**src/logic/replica_pkg.sv**
```systemverilog
`default_nettype none

package replica_pkg;

    localparam int node_num = 4;

    localparam int exp_steps      = 3;
    localparam int shift_per_step = 8;
    localparam int beta_frac      = 8;

    localparam int shift_cap = 23;             // a full right shift of the weight register.

    typedef logic signed [31:0] total_data_t;
    typedef logic [22:0]        weight_t;
    typedef logic [15:0]        beta_t;

    localparam weight_t weight_one = 23'h40_0000;  // 1.0 in weight units, that is 2^22.

    typedef enum logic [1:0] {
        NOP,
        SELF,
        PREV,
        FOLW
    } exchange_command_t;

    typedef enum logic {
        RUN,
        THR
    } opt_com_t;

    typedef enum logic [2:0] {
        IDLE,
        INIT,
        EXP,
        FIN,
        SWAP,
        DONE
    } ctrl_state_t;

endpackage

`default_nettype wire

```
**src/logic/exchange_if.sv**
```systemverilog
`timescale 1ns/1ps
`default_nettype none

interface exchange_if;
    import replica_pkg::*;

    logic     opt_run;
    opt_com_t com;
    logic     phase;          // 0 pairs (0,1) and (2,3), 1 pairs (1,2).
    logic     exp_init;
    logic     exp_run;
    logic     exp_fin;
    weight_t  r_exchange;
    beta_t    beta;

    modport ctrl (
        output opt_run, com, phase,
        output exp_init, exp_run, exp_fin,
        output r_exchange, beta
    );

    modport node (
        input opt_run, com, phase,
        input exp_init, exp_run, exp_fin,
        input r_exchange, beta
    );

endinterface

`default_nettype wire

```
**src/logic/exchange_ctrl.sv**
```systemverilog
`timescale 1ns/1ps
`default_nettype none

module exchange_ctrl (
    input  logic                 clk,
    input  logic                 rst_n,
    input  logic                 start,
    input  logic                 thr,
    output logic                 done,
    exchange_if.ctrl             ex,
    input  replica_pkg::weight_t r_exchange_in,
    input  replica_pkg::beta_t   beta_in
);
    import replica_pkg::*;

    ctrl_state_t state;
    ctrl_state_t state_next;
    logic [1:0]  step_cnt;
    logic        start_ok;
    logic        phase;
    opt_com_t    com;
    weight_t     r_exchange;
    beta_t       beta;

    assign start_ok = (state == IDLE) && start;  // a start while busy is dropped.

    always_comb begin
        state_next = state;
        case (state)
            IDLE: if (start_ok) state_next = INIT;
            INIT: state_next = EXP;
            EXP: begin
                if (step_cnt == 2'(exp_steps - 1)) begin
                    state_next = FIN;
                end
            end
            FIN:  state_next = SWAP;
            SWAP: state_next = DONE;
            DONE: state_next = IDLE;
            default: state_next = IDLE;
        endcase
    end

    always_ff @(posedge clk or negedge rst_n) begin
        if (!rst_n) begin
            state    <= IDLE;
            step_cnt <= '0;
            phase    <= 1'b0;
            com      <= RUN;
        end else begin
            state <= state_next;
            if (state == EXP) begin
                step_cnt <= step_cnt + 2'd1;
            end else begin
                step_cnt <= '0;
            end
            if (state == DONE) begin
                phase <= ~phase;                   // even and odd sweeps alternate.
            end
            if (start_ok) begin
                com <= thr ? THR : RUN;
            end
        end
    end

    always_ff @(posedge clk) begin
        if (start_ok) begin
            r_exchange <= r_exchange_in;
            beta       <= beta_in;
        end
    end

    assign ex.exp_init   = (state == INIT);
    assign ex.exp_run    = (state == EXP);
    assign ex.exp_fin    = (state == FIN);
    assign ex.opt_run    = (state == SWAP);
    assign ex.com        = com;
    assign ex.phase      = phase;
    assign ex.r_exchange = r_exchange;
    assign ex.beta       = beta;
    assign done          = (state == DONE);

endmodule

`default_nettype wire

```
**src/logic/exp_unit.sv**
```systemverilog
`timescale 1ns/1ps
`default_nettype none

module exp_unit (
    input  logic                     clk,
    input  logic                     rst_n,
    exchange_if.node                 ex,
    input  replica_pkg::total_data_t action,
    output replica_pkg::weight_t     weight
);
    import replica_pkg::*;

    logic [31:0] act_mag;
    logic [47:0] scaled;
    logic [4:0]  shift_load;
    logic [4:0]  shift_left;
    logic [4:0]  step;

    // the magnitude of -2^31 still fits as an unsigned value.
    assign act_mag = -action;
    assign scaled  = ({16'b0, act_mag} * {32'b0, ex.beta}) >> beta_frac;

    always_comb begin
        if (action >= 0) begin
            shift_load = '0;                       // a non-negative action gives full weight.
        end else if (scaled > 48'(shift_cap)) begin
            shift_load = 5'(shift_cap);
        end else begin
            shift_load = scaled[4:0];
        end
    end

    assign step = (shift_left > 5'(shift_per_step)) ? 5'(shift_per_step) : shift_left;

    always_ff @(posedge clk or negedge rst_n) begin
        if (!rst_n) begin
            shift_left <= '0;
        end else if (ex.exp_init) begin
            shift_left <= shift_load;
        end else if (ex.exp_run) begin
            shift_left <= shift_left - step;
        end
    end

    always_ff @(posedge clk) begin
        if (ex.exp_init) begin
            weight <= weight_one;
        end else if (ex.exp_run) begin
            weight <= weight >> step;
        end
    end

endmodule

`default_nettype wire

```
**src/logic/replica_node.sv**
```systemverilog
`timescale 1ns/1ps
`default_nettype none

module replica_node #(
    parameter int id = 0
) (
    input  logic                     clk,
    input  logic                     rst_n,
    exchange_if.node                 ex,
    input  logic                     load,
    input  replica_pkg::total_data_t load_data,
    input  replica_pkg::total_data_t prev_data,
    input  replica_pkg::total_data_t folw_data,
    input  replica_pkg::weight_t     weight,
    output replica_pkg::total_data_t out_data,
    output replica_pkg::total_data_t action,
    output logic                     swapped
);
    import replica_pkg::*;

    localparam logic id_odd   = 1'(id % 2);
    localparam logic has_folw = (id + 1 < node_num);
    localparam logic has_prev = (id > 0);

    logic              is_lower;
    logic              is_upper;
    total_data_t       pair_action;
    total_data_t       action_l;
    logic              test;
    exchange_command_t cmd;
    total_data_t       next_data;

    // edge nodes drop out when their partner would lie outside the chain.
    assign is_lower = has_folw && (ex.phase == id_odd);
    assign is_upper = has_prev && (ex.phase != id_odd);

    assign pair_action = is_lower ? (folw_data - out_data) : (out_data - prev_data);
    assign action      = is_lower ? pair_action : '0;

    always_ff @(posedge clk) begin
        if (ex.exp_init) begin
            action_l <= pair_action;
        end
        if (ex.exp_fin) begin
            test <= (action_l >= 0) || (weight > ex.r_exchange);
        end
    end

    always_comb begin
        if (!ex.opt_run) begin
            cmd = NOP;
        end else if ((ex.com == THR) || !test) begin
            cmd = SELF;
        end else if (is_lower) begin
            cmd = FOLW;
        end else if (is_upper) begin
            cmd = PREV;
        end else begin
            cmd = SELF;                            // unpaired nodes hold their value.
        end
    end

    always_comb begin
        case (cmd)
            PREV:    next_data = prev_data;
            FOLW:    next_data = folw_data;
            default: next_data = out_data;
        endcase
    end

    always_ff @(posedge clk or negedge rst_n) begin
        if (!rst_n) begin
            out_data <= '0;
            swapped  <= 1'b0;
        end else if (load) begin
            out_data <= load_data;
        end else if (cmd != NOP) begin
            out_data <= next_data;                 // all nodes move on the same edge.
            swapped  <= (cmd != SELF);
        end
    end

endmodule

`default_nettype wire

```
**src/logic/replica_array_top.sv**
```systemverilog
`timescale 1ns/1ps
`default_nettype none

module replica_array_top (
    input  logic                     clk,
    input  logic                     rst_n,
    input  logic                     start,
    input  logic                     thr,
    input  logic                     load,
    input  logic [1:0]               load_idx,
    input  logic [1:0]               rd_idx,
    input  replica_pkg::total_data_t load_data,
    input  replica_pkg::beta_t       beta,
    input  replica_pkg::weight_t     r_exchange,
    output logic                     done,
    output logic [3:0]               swaps,
    output replica_pkg::total_data_t rd_data
);
    import replica_pkg::*;

    exchange_if ex_bus ();

    total_data_t         node_data   [node_num];
    total_data_t         node_action [node_num];
    logic [node_num-1:0] node_swapped;
    total_data_t         exp_action;
    weight_t             weight;

    exchange_ctrl u_ctrl (
        .clk           (clk),
        .rst_n         (rst_n),
        .start         (start),
        .thr           (thr),
        .done          (done),
        .ex            (ex_bus),
        .r_exchange_in (r_exchange),
        .beta_in       (beta)
    );

    // the lower member of the first pair feeds the shared unit.
    assign exp_action = ex_bus.phase ? node_action[1] : node_action[0];

    exp_unit u_exp (
        .clk    (clk),
        .rst_n  (rst_n),
        .ex     (ex_bus),
        .action (exp_action),
        .weight (weight)
    );

    for (genvar i = 0; i < node_num; i++) begin : g_node
        replica_node #(
            .id (i)
        ) u_node (
            .clk       (clk),
            .rst_n     (rst_n),
            .ex        (ex_bus),
            .load      (load && (load_idx == 2'(i))),
            .load_data (load_data),
            .prev_data (node_data[(i == 0) ? i : i - 1]),
            .folw_data (node_data[(i == node_num - 1) ? i : i + 1]),
            .weight    (weight),
            .out_data  (node_data[i]),
            .action    (node_action[i]),
            .swapped   (node_swapped[i])
        );
    end

    assign swaps   = node_swapped;
    assign rd_data = node_data[rd_idx];

endmodule

`default_nettype wire

```
**config.mk**
```make
export PLATFORM = sky130hd
export DESIGN_NAME = replica_array_top
export DESIGN_NICKNAME = d
export VERILOG_FILES = /design/src/logic/replica_pkg.sv /design/src/logic/exchange_if.sv /design/src/logic/exchange_ctrl.sv /design/src/logic/exp_unit.sv /design/src/logic/replica_node.sv /design/src/logic/replica_array_top.sv
export SDC_FILE = /design/constraint.sdc
export NUM_CORES = 2
export LEC_CHECK = 0
export ABC_AREA = 1
export BUFFER_PORTS_ARGS = -buffer_cell sky130_fd_sc_hd__buf_2
export CORE_UTILIZATION = 50
export CTS_CLUSTER_SIZE = 14
export DETAILED_ROUTE_END_ITERATION = 16
export HOLD_SLACK_MARGIN = 0.05
export PLACE_DENSITY = 0.66
export SYNTH_ARGS = -nofsm -noshare
export SYNTH_HDL_FRONTEND = slang
export SYNTH_SLANG_ARGS = --single-unit
```
**constraint.sdc**
```tcl
create_clock -name clk -period 8.56 [get_ports clk]
set_clock_uncertainty 0.2 [all_clocks]
set_input_delay 1.712 -clock clk [delete_from_list [all_inputs] [get_ports clk]]
set_output_delay 1.712 -clock clk [all_outputs]
set_load 0.1 [all_outputs]
```
==> run metrics <==
Post-Syn Instances=about 4800; largest net degree at the start of global routing=85; die width=roughly 270 um; vias in the first global route=between 30000 and 40000; Post-synth EDFFs=47; most frequent CP cell=nand2_2; Pins Over Slew Limit=0; Critical Path Start Type=flip-flop; Max Fclk=~110 MHz; CP arrival=between 9 and 10 ns; period utilisation layout=104%; synthesized area=approximately 0.035 sq mm; synthesis-to-layout area growth=29.0%; CTS tree=done; Ys Warns=0; most area-consuming cells after synthesis=fa_1, nand2_1, dfrtp_1; Worst Max-Slew Pin Slew=1.16 ns; clock sink total=roughly 210; Async SR Flop Fraction=roughly two thirds; Total Wirelength=around 130000 um; cell taking the most area after synthesis=fa_1; reg2reg end=u_exp.shift_left[3]; boundary pin count=approximately 120; Final #Nets=6330; Synth top area share=about a quarter; clock root cell=clkbuf_16; count leader, synth=nand2_1; Max-slew headroom=22.5%; via/cell ratio=5.55; # fillers=between 6000 and 7000; CTS Hold Buffers Added=0; GPL Wtd Cong=between 1 and 1.5; Max clock buf depth=3; routed wirelength normalized by instance count=19.6 um; worst skew pair latency=~0.62 ns; vias after detailed routing=approximately 36000; Worst-path clk slew=about 0.07 ns; Final Hold Vio Count=0; antenna-violating nets left=0; Core Box Area=between 0.06 and 0.07 sq mm; antenna violations before repair=2; WHS Endpoint=u_ctrl.step_cnt[0]; Worst Path Required=between 8 and 9 ns; Final Cell Area=roughly 0.045 sq mm; Seq. cell area=0.00548 sq mm; min-delay worst type=reg -> reg; layout cells sized above 1=between 20% and 30%; Rows=96; worst hold slack=between 0.2 and 0.25 ns; Final WS setup=-0.382 ns; multi-input logic area=0.0268 sq mm; sequential cell area fraction in the yosys report=between 10% and 20%; Setup CP Type=reg -> reg; Tmin final=8.94 ns; initial core utilization=50.5%; final number of setup-violating endpoints=5; first-pass GRT wire length=between 200000 and 250000 um; min-delay src=u_ctrl.step_cnt[0]; outcome=complete, but fails checks; CP max stage delay=around 0.54 ns; worst r2r src=g_node[1].u_node.out_data[13]; Tot GR Track Use=a little over a third; crit path max fanout=7; CP max stage cell=fa_1; Antenna Cells=0; Die Ht=between 200 and 300 um; RSZ-0062 raised after global routing=true; die area=between 0.07 and 0.08 sq mm; post-synth cell types=60; worst-case reg-to-reg path depth=45; drt drc=0; Seq cells post-synth=214; Starting DRT DRC Count=around 3600; total congestion overflow=0; top cells by count, synth=nand2_1, inv_1, nor2_1, fa_1, a21oi_1; port buffer count=around 120; Top FF cell, synth=dfrtp_1; hold depth=1; Inserted Clock Buffers=27; Reg2Reg Setup Slack=-0.38 ns; Post-DP Area=0.0412 sq mm; Synth Area per Inst=7.20 sq um; post-DP HPWL=102000 um; First-pass DRT Iterations=6; failing checks=setup timing; crit path capture type=flip-flop; H-tree depth=1; Net Count, Synth=around 5600; Max Cap Viol=0
-- cells by family (layout without fill, tap and decap cells) --
group                    after synthesis  count (layout)  synth area share, %
multiplexers                           3               3               0.0867
other                                  1               1               0.0108
adder cells (fa/ha/maj)              655             655                 32.7
buffers and inverters               1099            1898                 12.1
XOR/XNOR                              26              26                0.657
AND/OR/NAND/NOR                     2006            2006                 25.0
AO/OA/AOI/OAI                        812             812                 13.7
flip-flops                           214             214                 15.8
-- critical path: cells and delay by family, from the launching register on --
kind / cells / cell delay [ns]
AND/OR/NAND/NOR: 20 / 2.13
adder cells (fa/ha/maj): 8 / 3.70
flip-flops: 1 / 0.39
buffers and inverters: 9 / 0.96
AO/OA/AOI/OAI: 8 / 1.47
-- metal layers --
| metal | global-route usage (%) | wire length [um] | up-vias |
|---|---|---|---|
| li1 | - | - | 16733 |
| met1 | 52.5 | 55900 | 17502 |
| met2 | 56.4 | 55900 | 1780 |
| met3 | 6.16 | 12300 | 297 |
| met4 | 11.2 | 4380 | 2 |
| met5 | 0 | 20 | - |
-- repair_timing --
| action | in CTS | in global routing |
|---|---|---|
| setup endpoints to repair | 5 | 5 |
| pin swaps | 194 | 108 |
| buffers inserted | 61 | 28 |
| hold endpoints to repair | 0 | 0 |
| resized for setup | 337 | 168 |
| cloned | 2 | 0 |
-- area by class of cell --
cell class              count  share of cell area (%)
clock buffers              33                    1.61
clock inverters            16                   0.358
inverters                 945                    8.05
multi-input cells        3503                    60.0
flip-flops and latches    214                    12.3
well taps                 931                    2.61
repair buffers            903                    15.1
repair inverters            1                  0.0168
-- stage by stage --
step                      setup slack (ns)  cells  setup TNS (ns)  utilization [%]
final                               -0.382   6546           -1.71             65.2
after global routing                -0.829   6546           -3.88             65.2
after CTS                           -0.236   6518           -1.12             63.9
after detailed placement            -0.757   6407           -3.73             60.0
after global placement              -0.693   6407           -3.35             60.0
after floorplan                      0.207   4816               0                -
-- flip-flops by register name, summed over array words and instances (netlist names) --
signal,cells
g_node.u_node.action_l,4
u_exp.shift_left,5
u_ctrl.step_cnt,2
g_node.u_node.swapped,4
g_node.u_node.out_data,128
u_ctrl.ex.com,1
u_exp.weight,23
u_ctrl.ex.beta,16
g_node.u_node.test,4
u_ctrl.ex.r_exchange,23
u_ctrl.ex.phase,1
u_ctrl.state,3
-- worst max path at each step --
| stage | depth (start not counted) | startpoint | to | slack, ns |
|---|---|---|---|---|
| finish | 45 | g_node[1].u_node.out_data[13] | u_exp.shift_left[3] | -0.38 |
| global route | 55 | g_node[1].u_node.out_data[0] | u_exp.shift_left[3] | -0.83 |
| CTS | 50 | g_node[1].u_node.out_data[0] | u_exp.shift_left[3] | -0.24 |
| detailed placement | 53 | g_node[1].u_node.out_data[0] | u_exp.shift_left[4] | -0.76 |
| global placement | 54 | g_node[1].u_node.out_data[0] | u_exp.shift_left[1] | -0.69 |
| floorplan | 49 | g_node[2].u_node.out_data[0] | u_exp.shift_left[1] | 0.21 |
-- placed cells by master (no fill, tap or decap), types with 20 or more instances in the layout --
cell type / instances
buf_4: 753
nand3_1: 158
o21ai_1: 35
a21oi_2: 34
nand2_1: 1003
a21oi_1: 279
a31oi_1: 37
ha_1: 201
buf_2: 115
fa_2: 20
nand3b_1: 20
buf_6: 22
o21ai_0: 211
inv_1: 872
ha_4: 32
nor2_1: 402
fa_1: 399
nand4_1: 47
nand2_4: 37
clkbuf_16: 27
nor2_4: 53
dfxtp_1: 23
dfrtp_1: 143
nand3_2: 29
nand2_2: 94
nor2_2: 94
edfxtp_1: 47
o221ai_1: 81
inv_2: 47
Power is left out: the tool's default activity adds up to more than one toggle a clock period on the data nets, which glitch-free logic cannot reach.
